`config.mk`:
```
export PLATFORM = sky130hd
export DESIGN_NAME = icache_ctrl
export DESIGN_NICKNAME = d
export VERILOG_FILES = /design/src/logic/icache_pkg.sv /design/src/logic/icache_ctrl.sv
export SDC_FILE = /design/constraint.sdc
export NUM_CORES = 1
export LEC_CHECK = 0
export BUFFER_PORTS_ARGS = -buffer_cell sky130_fd_sc_hd__buf_2
export CAP_MARGIN = 20
export CORE_AREA = 2 2 122 124
export DETAILED_ROUTE_END_ITERATION = 8
export DIE_AREA = 0 0 124 126
export GPL_ROUTABILITY_DRIVEN = 0
export SYNTH_ARGS = -nofsm -noshare
export SYNTH_HDL_FRONTEND = slang
export SYNTH_SLANG_ARGS = --single-unit
```
`constraint.sdc`:
```
create_clock -name clk_i -period 3.41 [get_ports clk_i]
set_input_delay 0.682 -clock clk_i [delete_from_list [all_inputs] [get_ports clk_i]]
set_output_delay 0.682 -clock clk_i [all_outputs]
set_load 0.05 [all_outputs]
```
`src/logic/icache_pkg.sv`:
```
// instruction cache shared definitions
// geometry localparams, vector typedefs and the controller state enum

package icache_pkg;

  ////////////////////////////////////////////////////////////////////
  // geometry
  ////////////////////////////////////////////////////////////////////

  // fetch and refill addresses are physical
  localparam int ADDR_WIDTH    = 32;
  localparam int FETCH_WIDTH   = 32;
  // one refill beat carries a whole line
  localparam int LINE_WIDTH    = 128;
  localparam int NUM_WAYS      = 4;
  localparam int NUM_SETS      = 16;
  // byte offset inside a line, bits [1:0] never select anything
  localparam int OFFSET_WIDTH  = 4;
  localparam int INDEX_WIDTH   = 4;
  // whatever is left above index and offset
  localparam int TAG_WIDTH     = ADDR_WIDTH - INDEX_WIDTH - OFFSET_WIDTH;
  localparam int WAY_IDX_WIDTH = 2;
  localparam int AGE_WIDTH     = 2;

  ////////////////////////////////////////////////////////////////////
  // types
  ////////////////////////////////////////////////////////////////////

  typedef logic [ADDR_WIDTH-1:0]    addr_t;
  typedef logic [FETCH_WIDTH-1:0]   word_t;
  typedef logic [LINE_WIDTH-1:0]    line_t;
  typedef logic [TAG_WIDTH-1:0]     tag_t;
  typedef logic [INDEX_WIDTH-1:0]   index_t;
  typedef logic [OFFSET_WIDTH-1:0]  offset_t;
  // one bit per way
  typedef logic [NUM_WAYS-1:0]      way_oh_t;
  typedef logic [WAY_IDX_WIDTH-1:0] way_idx_t;
  // 0 is most recent, NUM_WAYS-1 is the replacement candidate
  typedef logic [AGE_WIDTH-1:0]     age_t;

  // controller states
  typedef enum logic [1:0] {
    FLUSH,
    IDLE,
    READ,
    MISS
  } state_e;

endpackage

```
`src/logic/icache_ctrl.sv`:
```
// instruction cache controller
// fetch / miss / flush FSM, held request address, flush counter,
// array control and output word selection

`timescale 1ns/1ps

module icache_ctrl import icache_pkg::*; (
  input  logic    clk_i,
  input  logic    rst_ni,
  input  logic    en_i,
  input  logic    flush_i,
  input  logic    fetch_req_i,
  input  addr_t   fetch_addr_i,
  output logic    fetch_ready_o,
  output logic    fetch_valid_o,
  output word_t   fetch_data_o,
  output logic    miss_o,
  output logic    mem_req_o,
  output addr_t   mem_addr_o,
  output logic    mem_nc_o,
  input  logic    mem_ack_i,
  input  logic    mem_rtrn_vld_i,
  input  line_t   mem_rtrn_data_i,
  output logic    arr_rden_o,
  output logic    arr_wren_o,
  output logic    arr_clear_o,
  output index_t  arr_index_o,
  output offset_t arr_offset_o,
  output tag_t    arr_tag_o,
  output way_oh_t arr_way_oh_o,
  input  logic    arr_hit_i,
  input  word_t   arr_word_i,
  input  way_oh_t victim_oh_i
);

  state_e  state_d, state_q;
  logic    cache_en_d, cache_en_q;
  // pending flush, held until the FSM is back in IDLE
  logic    flush_d, flush_q;
  logic    flush_take;
  logic    flush_done;
  index_t  flush_cnt_d, flush_cnt_q;
  logic    accept;
  tag_t    tag_d, tag_q;
  index_t  index_d, index_q;
  offset_t offset_d, offset_q;
  way_oh_t victim_q;
  word_t   rtrn_word;

  ////////////////////////////////////////////////////////////////////
  // request address and array addressing
  ////////////////////////////////////////////////////////////////////

  assign accept   = fetch_req_i & fetch_ready_o;

  // split the fetch address on acceptance, hold it otherwise
  assign tag_d    = accept ? fetch_addr_i[ADDR_WIDTH-1 -: TAG_WIDTH] : tag_q;
  assign index_d  = accept ? fetch_addr_i[OFFSET_WIDTH +: INDEX_WIDTH] : index_q;
  assign offset_d = accept ? fetch_addr_i[OFFSET_WIDTH-1:0] : offset_q;

  // flush walks the sets, otherwise the lookup / fill set
  assign arr_index_o  = (state_q == FLUSH) ? flush_cnt_q : index_d;
  assign arr_offset_o = offset_d;
  // held tag serves the compare in READ and the tag write in MISS
  assign arr_tag_o    = tag_q;
  assign arr_way_oh_o = victim_q;
  // no lookup while disabled, the request goes out as non-cacheable
  assign arr_rden_o   = accept & cache_en_q;

  // line-aligned refill address
  assign mem_addr_o = {tag_q, index_q, {OFFSET_WIDTH{1'b0}}};
  assign mem_nc_o   = ~cache_en_q;

  // word of the returned line, bits [1:0] of the offset are ignored
  assign rtrn_word    = mem_rtrn_data_i[{offset_q[OFFSET_WIDTH-1:2], 5'b00000} +: FETCH_WIDTH];
  assign fetch_data_o = (state_q == READ) ? arr_word_i : rtrn_word;

  ////////////////////////////////////////////////////////////////////
  // flush handling
  ////////////////////////////////////////////////////////////////////

  // a flush request, or enabling a disabled cache, both need a full clear
  assign flush_take  = flush_q | flush_i | (en_i & ~cache_en_q);
  assign flush_done  = (flush_cnt_q == index_t'(NUM_SETS - 1));
  assign flush_cnt_d = (state_q != FLUSH) ? flush_cnt_q :
                       flush_done         ? '0          :
                                            flush_cnt_q + 1'b1;

  ////////////////////////////////////////////////////////////////////
  // main FSM
  ////////////////////////////////////////////////////////////////////

  always_comb begin
    state_d       = state_q;
    // turning off is immediate, turning on goes through FLUSH
    cache_en_d    = cache_en_q & en_i;
    flush_d       = flush_q | flush_i;
    fetch_ready_o = 1'b0;
    fetch_valid_o = 1'b0;
    mem_req_o     = 1'b0;
    miss_o        = 1'b0;
    arr_wren_o    = 1'b0;
    arr_clear_o   = 1'b0;

    unique case (state_q)
      // clear one set per cycle
      FLUSH: begin
        arr_clear_o = 1'b1;
        if (flush_done) begin
          state_d    = IDLE;
          flush_d    = 1'b0;
          cache_en_d = en_i;
        end
      end
      // wait for a request, pending flushes go first
      IDLE: begin
        if (flush_take) begin
          state_d = FLUSH;
        end else begin
          fetch_ready_o = 1'b1;
          if (fetch_req_i) begin
            state_d = READ;
          end
        end
      end
      // compare the lookup, on a miss hold the refill request until ack
      READ: begin
        if (cache_en_q && arr_hit_i) begin
          fetch_valid_o = 1'b1;
          state_d       = IDLE;
          // next request can overlap the result cycle
          if (!flush_take) begin
            fetch_ready_o = 1'b1;
            if (fetch_req_i) begin
              state_d = READ;
            end
          end
        end else begin
          mem_req_o = 1'b1;
          if (mem_ack_i) begin
            // only real misses count, nc traffic does not
            miss_o  = cache_en_q;
            state_d = MISS;
          end
        end
      end
      // line comes back, answer the fetch and fill if cacheable
      MISS: begin
        if (mem_rtrn_vld_i) begin
          fetch_valid_o = 1'b1;
          arr_wren_o    = cache_en_q;
          state_d       = IDLE;
        end
      end
      default: begin
        state_d = FLUSH;
      end
    endcase
  end

  ////////////////////////////////////////////////////////////////////
  // registers
  ////////////////////////////////////////////////////////////////////

  always_ff @(posedge clk_i or negedge rst_ni) begin
    if (!rst_ni) begin
      state_q     <= IDLE;
      cache_en_q  <= 1'b0;
      flush_q     <= 1'b0;
      flush_cnt_q <= '0;
    end else begin
      state_q     <= state_d;
      cache_en_q  <= cache_en_d;
      flush_q     <= flush_d;
      flush_cnt_q <= flush_cnt_d;
    end
  end

  always_ff @(posedge clk_i) begin
    tag_q    <= tag_d;
    index_q  <= index_d;
    offset_q <= offset_d;
    // victim is stable while READ waits for the ack
    if (state_q == READ) begin
      victim_q <= victim_oh_i;
    end
  end

endmodule

```
Word level (Yosys, flattened, before mapping)

Cells that the tools add are included.

Word-level logic and storage cells: 61
Bits in latches: 0
Memory bits (read-only): 0
Bits in writable memories: 0
Input port bits: 204
Output and inout bits: 108
Register bits: 44
Memories: 0

Shift operators: 1
Div/mod/pow operators: 0
Bitwise gates (word level): 7
Multiplexer cells: 32
Equality and inequality tests: 8
Multipliers: 0
Add/sub/neg operators: 1
Magnitude comparators: 0
Reductions and logical operators: 4

Operators by type and width:

| operator                                             | count |
|---|---|
| variable part select 128 x 8 -> 32 bit               | 1 |
| 2-to-1 mux 32 bit                                    | 1 |
| 2-to-1 mux 1 bit                                     | 16 |
| 2-to-1 mux 2 bit                                     | 8 |
| 2-to-1 mux 4 bit                                     | 4 |
| case mux 2 bit (4 select lines)                      | 1 |
| != test 3 bit (second input constant)                | 2 |
| adder 4 x 1 -> 4 bit (second input constant)         | 1 |
| bitwise AND 1 bit                                    | 4 |
| equality test 2 bit (second input constant)          | 2 |
| equality test 4 bit (second input constant)          | 1 |
| != test 2 bit (second input constant)                | 2 |
| case mux 1 bit (2 select lines)                      | 2 |
| AND reduction 4 bit                                  | 1 |
| equality test 2 x 1 -> 1 bit (second input constant) | 1 |
| logical NOT 2 bit                                    | 1 |
| bitwise OR 1 bit                                     | 2 |
| nonzero test 2 bit                                   | 1 |
| logical AND 1 bit                                    | 1 |
| NOT 1 bit                                            | 1 |

Depth between registers and ports, before layout

Gate-level depths: netlist (run 1).

Word-level depth: 9
Depth in mapped cells: 7
Mapped depth without buffers: 6

Least setup slack after synthesis (run 1)

Ideal clock, no wire load.

Kind: input to output
Start point: input port flush_i
End point: output port arr_index_o[0]
Stages on the path: 5
Path slack: -0.295 ns
Path buffers: 1
Required time: 2.728 ns
Data arrival time: 3.023 ns
Cells stage by stage: or2_1 clkbuf_2 nor4_4 mux2_2 mux2_2

Cells in the longest elaborated chain, start to end: 8

RTL lines:

| what                                | line                                   | text |
|---|---|---|
| start: declaration                  | icache_ctrl.sv:11                      | `input logic flush_i,` |
| bitwise OR 1 bit (*) (2 in a row)   | icache_ctrl.sv:83                      | `assign flush_take = flush_q \| flush_i \| (en_i & ~cache_en_q);` |
| 2-to-1 mux 1 bit (*)                | icache_ctrl.sv:117, icache_ctrl.sv:132 |  |
| 2-to-1 mux 1 bit                    | icache_ctrl.sv:128                     | `if (cache_en_q && arr_hit_i) begin` |
| case mux 1 bit (2 select lines) (*) | icache_ctrl.sv:105                     | `unique case (state_q)` |
| bitwise AND 1 bit (*)               | icache_ctrl.sv:54                      | `assign accept = fetch_req_i & fetch_ready_o;` |
| 2-to-1 mux 4 bit (*)                | icache_ctrl.sv:58                      | `assign index_d = accept ? fetch_addr_i[OFFSET_WIDTH +: INDEX_WIDTH] : index_q;` |
| net index_d[0]                      | icache_ctrl.sv:45                      | `index_t index_d, index_q;` |
| 2-to-1 mux 4 bit (*)                | icache_ctrl.sv:62                      | `assign arr_index_o = (state_q == FLUSH) ? flush_cnt_q : index_d;` |
| end: declaration                    | icache_ctrl.sv:27                      | `output index_t arr_index_o,` |

The timed path passes the listed nets; every way through them passes the cells marked *.

Final worst setup path (run 1)

Start point: register state_q[0]
End point: output port arr_index_o[1]

Cells in the longest elaborated chain, start to end: 5
Elaborated cells on any way between the ends: 7
Those cells by class: eq/ne (2); mux (3); bitwise (1); reduce/logical (1)

RTL lines:

| what                                                                       | line               | text |
|---|---|---|
| start: declaration                                                         | icache_ctrl.sv:36  | `state_e state_d, state_q;` |
| start signal: assignment                                                   | icache_ctrl.sv:172 | `state_q <= state_d;` |
| equality test 2 bit / equality test 2 x 1 -> 1 bit (equally long branches) | icache_ctrl.sv:105 |  |
| case mux 1 bit (2 select lines) (*)                                        | icache_ctrl.sv:105 |  |
| bitwise AND 1 bit (*)                                                      | icache_ctrl.sv:54  |  |
| 2-to-1 mux 4 bit (*)                                                       | icache_ctrl.sv:58  |  |
| net index_d[1]                                                             | icache_ctrl.sv:45  |  |
| 2-to-1 mux 4 bit (*)                                                       | icache_ctrl.sv:62  |  |

Marks and branches as above.

==> impl_metrics.env, run 1 <==
export IMPL_period_minus_slack_ps=3310
export IMPL_h_tree_depth=2
export IMPL_final_common_cell="buf_2"
export IMPL_final_setup_viol_count=0
export IMPL_wl_um=11400
export IMPL_max_freq_mhz=302
export IMPL_use_met2_pct=25.5
export IMPL_ys_ff_latch=44
export IMPL_placed_area_mm2=0.00466
export IMPL_crit_path_end_kind="output pin"
export IMPL_clkSlewWorstSetupHoldPaths_ps=70
export IMPL_synth_cell_types=36
export IMPL_die_w_um=124
export IMPL_die_y_um=126
export IMPL_critPathMaxStageDelay_ps=570
export IMPL_r2r_end="state_q[0]"
export IMPL_wire_per_inst_um=15.3
export IMPL_drive_above_1_share_pct=67.7
export IMPL_leakage_nw=2.44
export IMPL_grt_first_pass_wirelength_um=16200
export IMPL_avgSynthCellArea_um2=11.0
export IMPL_synthesis_area_mm2=0.00304
export IMPL_vias_per_cell=4.25
export IMPL_fin_area_mm2=0.00487
export IMPL_clock_sinks=44
export IMPL_critPathLaunch="state_q[0]"
export IMPL_first_pass_iters=4
export IMPL_cp_top_family="multiplexers"
export IMPL_synth_cells=277
export IMPL_grt_overflow_total=0
export IMPL_critPathRequiredTime_ps=2730
export IMPL_antenna_found_initial=2
export IMPL_area_growth_syn_to_layout_pct=60.0
export IMPL_hold_class="input port to asynchronous set/reset pin"
export IMPL_critPathMaxFanout=11
export IMPL_drt_initial_drc_count=125
export IMPL_start_util_pct=21.2
export IMPL_vdd_drop_max_v=0.000214
export IMPL_p_per_area_mw_per_mm2=540
export IMPL_row_count=44
export IMPL_io_buffers=307
export IMPL_cts_tree="done"
export IMPL_die_area_mm2=0.0156
export IMPL_core_area_mm2=0.0143
export IMPL_rsz0062_at_grt="false"
export IMPL_dp_hpwl_um=9560
export IMPL_drc=0
export IMPL_status="finished, final reports clean"
export IMPL_numCtsBuffers=5
export IMPL_hold_viol=0
export IMPL_finalNonFillerCells=743
export IMPL_cts_root_buf="clkbuf_16"
export IMPL_path_cells="inv_2, ha_4, nand2_4, nor4_4, buf_12, mux2_2, mux2_4, buf_2"
export IMPL_grt_total_usage_pct=13.6
export IMPL_cpMaxStageDelayCell="dfstp_2"
export IMPL_grt_max_degree=37
export IMPL_final_period_utilization_pct=97.1
export IMPL_vias=3157
export IMPL_clock_path_buffers=2
export IMPL_worstSkewPairLatency_ps=280
export IMPL_synth_warnings=0
export IMPL_setup_tns_final_ps=0
export IMPL_worstSetupStartpointType="register"
export IMPL_cts_hold_buf=0
export IMPL_busiest_layer="met2"
export IMPL_cap_violations=0
export IMPL_route_antenna_remaining_nets=0
export IMPL_worstSetupPathType="register to output pin"
export IMPL_r2r_start="state_q[0]"
export IMPL_fin_ws_ps=97.4
export IMPL_final_nets=766
export IMPL_rr_worst_depth=7
export IMPL_ys_seq_area_share_pct=39.5
export IMPL_path_buf_inv=3
export IMPL_boundaryPins=312
export IMPL_reg2reg_slack_ps=1180
export IMPL_placed_cells=732
export IMPL_drv_slew=0
export IMPL_cp_arrival_ps=2630
export IMPL_grt_pass1_vias=3142
export IMPL_finalClockSkew_ps=6.29
export IMPL_met3_usage_pct=3.80
export IMPL_met1_usage_pct=15.0
export IMPL_final_cell_mix="buf_2, nand2_1, mux4_2"
export IMPL_cp_depth=8
export IMPL_place_ws_ps=357
## power by group
part           total [W]  switching, W  internal (W)
Sequential      0.000694     0.0000673      0.000627
Combinational    0.00139      0.000875      0.000516
Clock           0.000542      0.000197      0.000345
Total            0.00263       0.00114       0.00149
## Yosys cell counts, drive strengths merged
| cell | instances | area share (%) |
|---|---|---|
| inv | 5 | 0.62 |
| a31oi | 1 | 0.21 |
| nor4 | 2 | 0.91 |
| nand3 | 1 | 0.16 |
| xnor2 | 1 | 0.29 |
| nor3 | 1 | 0.16 |
| mux4 | 32 | 24 |
| a32oi | 1 | 0.29 |
| conb | 1 | 0.12 |
| mux2 | 14 | 5.2 |
| nand2 | 101 | 12 |
| nor2b | 1 | 0.21 |
| nand4 | 2 | 0.41 |
| a21o | 1 | 0.25 |
| and2 | 1 | 0.25 |
| nand2b | 1 | 0.21 |
| edfxtp | 28 | 28 |
| nor2 | 2 | 0.25 |
| o2111ai | 1 | 0.29 |
| mux2i | 2 | 0.66 |
| a21boi | 2 | 0.49 |
| or4b | 1 | 0.33 |
| buf | 35 | 8.0 |
| dfstp | 1 | 0.86 |
| clkbuf | 10 | 1.3 |
| or2 | 1 | 0.21 |
| a21oi | 2 | 0.33 |
| dfxtp | 8 | 5.3 |
| dfrtp | 7 | 5.8 |
| o21ai | 3 | 0.49 |
| and3 | 3 | 0.62 |
| ha | 5 | 2.1 |
## worst reg2reg max path, stage by stage (launching register included)
cell	delay, ps
dfstp_2	390
inv_2	90
ha_4	180
buf_4	380
a21boi_0	460
nand2b_1	120
o2111ai_1	160
mux2_2	380
## logic make-up after synthesis
| logic type | share of synthesized area, % |
|---|---|
| and+or+nand+nor | 16.2 |
| buffers and inverters | 9.92 |
| muxes | 29.5 |
| DFF | 39.5 |
| AOI/OAI and AO/OA | 2.35 |
| adders and majority gates | 2.06 |
| other | 0.123 |
| xor gates and xnor gates | 0.288 |
## stage by stage
| step | util (%) | total power (W) | hold WS [ps] |
|---|---|---|---|
| floorplan | - | 0.00177 | 386 |
| global placement | 32.6 | 0.00209 | 458 |
| global route | 34.0 | 0.00276 | 239 |
| CTS | 33.7 | 0.00266 | 230 |
| detailed placement | 32.6 | 0.00210 | 462 |
| finish | 34.0 | 0.00263 | 229 |
## how the worst max path moves through the flow
stage	end	slack [ps]
3_5_place_dp	arr_index_o[1]	360
5_1_grt	arr_index_o[1]	20
4_1_cts	arr_index_o[1]	90
6_report	arr_index_o[1]	100
3_3_place_gp	arr_index_o[1]	380
2_1_floorplan	arr_index_o[1]	-160
## timing repair
item / CTS / global route
setup buffers: 0 / 1
endpoints found under the setup margin: 0 / 3
resized for setup: 0 / 1
hold endpoints to repair: 0 / 0
## per-layer routing
layer,vias to the layer above,share of wire [%],routed length (um)
met2,182,52,5920
li1,1512,-,-
met5,-,0,0
met1,1453,37,4240
met3,10,9.6,1090
met4,0,0.90,102
## flip-flops by register name, summed over array words and instances (netlist names)
signal        count
state_q           2
arr_way_oh_o      4
index_q           4
offset_q          4
cache_en_q        1
flush_cnt_q       4
arr_tag_o        24
flush_q           1
## cell type report
type,instances,area [um2]
fillers,1513,9450
repair buffers,315,1640
multi-input cells,186,1610
flip-flops and latches,44,1200
well taps,184,230
clock buffers,6,129
clock inverters,2,35.0
inverters,5,18.8
diodes,1,2.50
No activity file was read; power rests on OpenSTA's default activity.
==> inputs of run 2 (changes only) <==
==> constraint.sdc (replaced) <==
create_clock -name clk_i -period 3.41 [get_ports clk_i]
set_input_delay 0.341 -clock clk_i [delete_from_list [all_inputs] [get_ports clk_i]]
set_output_delay 0.341 -clock clk_i [all_outputs]
set_load 0.05 [all_outputs]
==> run 2 against run 1 <==
Net effect:
- final area down 1.3%
- worst setup slack better by 210 ps
- clock power up 5.2%
- non-clock buffer count unchanged
- core utilization down 0.45 points
- critical path depth unchanged
- clock-buffer cell count unchanged
- die area unchanged
- critical endpoint unchanged
- largest cell class unchanged
==> impl_metrics.env, run 2 (synthesized netlist as in run 1, its figures left out) <==
export IMPL_final_common_cell="buf_2"
export IMPL_final_setup_viol_count=0
export IMPL_clkSlewWorstSetupHoldPaths_ps=70
export IMPL_maxSlewHeadroom_pct=60.1
export IMPL_die_y_um=126
export IMPL_antenna_found_initial=4
export IMPL_hold_class="input port to register"
export IMPL_final_period_utilization_pct=90.9
export IMPL_leakage_nw=2.41
export IMPL_cap_violations=0
export IMPL_worstSkewPairLatency_ps=290
export IMPL_p_per_area_mw_per_mm2=542
export IMPL_cp_top_family="multiplexers"
export IMPL_crit_end="arr_index_o[1]"
export IMPL_grt_max_degree=40
export IMPL_hold_viol=0
export IMPL_clock_sinks=44
export IMPL_status="finished, final reports clean"
export IMPL_final_nets=766
export IMPL_vias=3210
export IMPL_first_pass_iters=4
export IMPL_drc=0
export IMPL_crit_path_end_kind="output pin"
export IMPL_wire_per_inst_um=16.0
export IMPL_grt_total_usage_pct=14.9
export IMPL_period_minus_slack_ps=3100
export IMPL_dp_hpwl_um=10300
export IMPL_r2r_end="arr_tag_o[15]"
export IMPL_cp_depth=8
export IMPL_rsz0062_at_grt="false"
export IMPL_route_antenna_remaining_nets=0
export IMPL_grt_pass1_vias=3215
export IMPL_cts_root_buf="clkbuf_16"
export IMPL_cts_tree="done"
export IMPL_max_slew_worst_pin_slew_ps=599
export IMPL_wl_um=12000
export IMPL_drv_slew=0
export IMPL_io_buffers=307
export IMPL_finalClockSkew_ps=7.23
export IMPL_worstSetupStartpointType="register"
export IMPL_critPathMaxFanout=5
export IMPL_vdd_drop_max_v=0.000227
export IMPL_numCtsBuffers=5
export IMPL_boundaryPins=312
export IMPL_cts_setup_buffers=0
export IMPL_cpMostUsedCell="mux2_2"
export IMPL_die_area_mm2=0.0156
export IMPL_worstSetupPathType="register to output pin"
export IMPL_start_util_pct=21.2
export IMPL_final_cell_mix="buf_2, nand2_1, mux4_2"
export IMPL_clock_path_buffers=2
export IMPL_cpMaxStageDelayCell="dfstp_2"
export IMPL_setup_tns_final_ps=0
export IMPL_rr_worst_depth=7
export IMPL_largest_reg_flops=24
export IMPL_grt_overflow_total=0
export IMPL_drt_initial_drc_count=151
export IMPL_cp_arrival_ps=2760
export IMPL_vias_per_cell=4.30
export IMPL_area_growth_syn_to_layout_pct=57.9
export IMPL_critPathLaunch="state_q[0]"
export IMPL_r2r_start="state_q[0]"
export IMPL_max_freq_mhz=323
export IMPL_row_count=44
export IMPL_die_w_um=124
export IMPL_grt_first_pass_wirelength_um=17500
export IMPL_critPathMaxStageDelay_ps=560
export IMPL_h_tree_depth=2
export IMPL_drive_above_1_share_pct=66.8
export IMPL_critPathRequiredTime_ps=3070
export IMPL_path_buf_inv=3
export IMPL_reg2reg_slack_ps=1000
export IMPL_cts_resized=0
export IMPL_path_cells="inv_1, ha_1, nand2_1, nor4_4, buf_4, mux2_2, mux2_2, buf_2"
export IMPL_core_area_mm2=0.0143
export IMPL_place_ws_ps=571
export IMPL_fin_ws_ps=311
## run 2: layer usage
metal	vias up	part of all wire, %	wire length, um	track usage (%)
met2	216	49	5860	26.0
met3	15	11	1350	4.17
met1	1460	38	4540	17.5
li1	1519	-	-	-
met5	-	0	0	0
met4	0	1.8	212	4.76
## run 2: worst min path at each step
stage | from | endpoint | slack, ps | depth (start not counted)
6_report | victim_oh_i[2] | arr_way_oh_o[2] | 230 | 1
5_1_grt | victim_oh_i[2] | arr_way_oh_o[2] | 220 | 1
4_1_cts | victim_oh_i[1] | arr_way_oh_o[1] | 220 | 1
3_5_place_dp | rst_ni | flush_cnt_q[1] | 200 | 1
3_3_place_gp | rst_ni | flush_cnt_q[1] | 200 | 1
2_1_floorplan | rst_ni | cache_en_q | 50 | 0
## run 2: stage by stage
stage,cell area [um2],power (W),hold WS [ps],util [%],cells
finish,4800,0.00260,228,33.5,746
detailed placement,4600,0.00204,202,32.2,733
CTS,4790,0.00263,219,33.5,742
floorplan,3050,0.00171,45.4,-,280
global route,4800,0.00275,218,33.5,746
global placement,4600,0.00204,203,32.2,733
## run 2: power by group
part	switching, W	internal (W)	leakage [nW]
logic	0.000857	0.000475	1.92
clock network	0.000204	0.000367	0.0871
registers	0.0000726	0.000627	0.412
total	0.00113	0.00147	2.41
## run 2: layout make-up
class                   count  area [um2]
fillers                  1516        9510
well taps                 184         230
repair buffers            315        1610
clock buffers               6         139
diodes                      4        10.0
inverters                   5        18.8
multi-input cells         186        1550
flip-flops and latches     44        1200
clock inverters             2        38.8
## run 2: worst register-to-register path, delay by kind of cell (launching register included)
kind / cells / cell delay, ps
buf+inv: 4 / 720
flops: 1 / 560
fa+ha+maj: 1 / 310
simple gates: 2 / 480
## run 2: repair_timing
action | in CTS | in global routing
endpoints found under the setup margin | 0 | 0
hold endpoints to repair | 7 | 0
hold buffers | 1 | 0
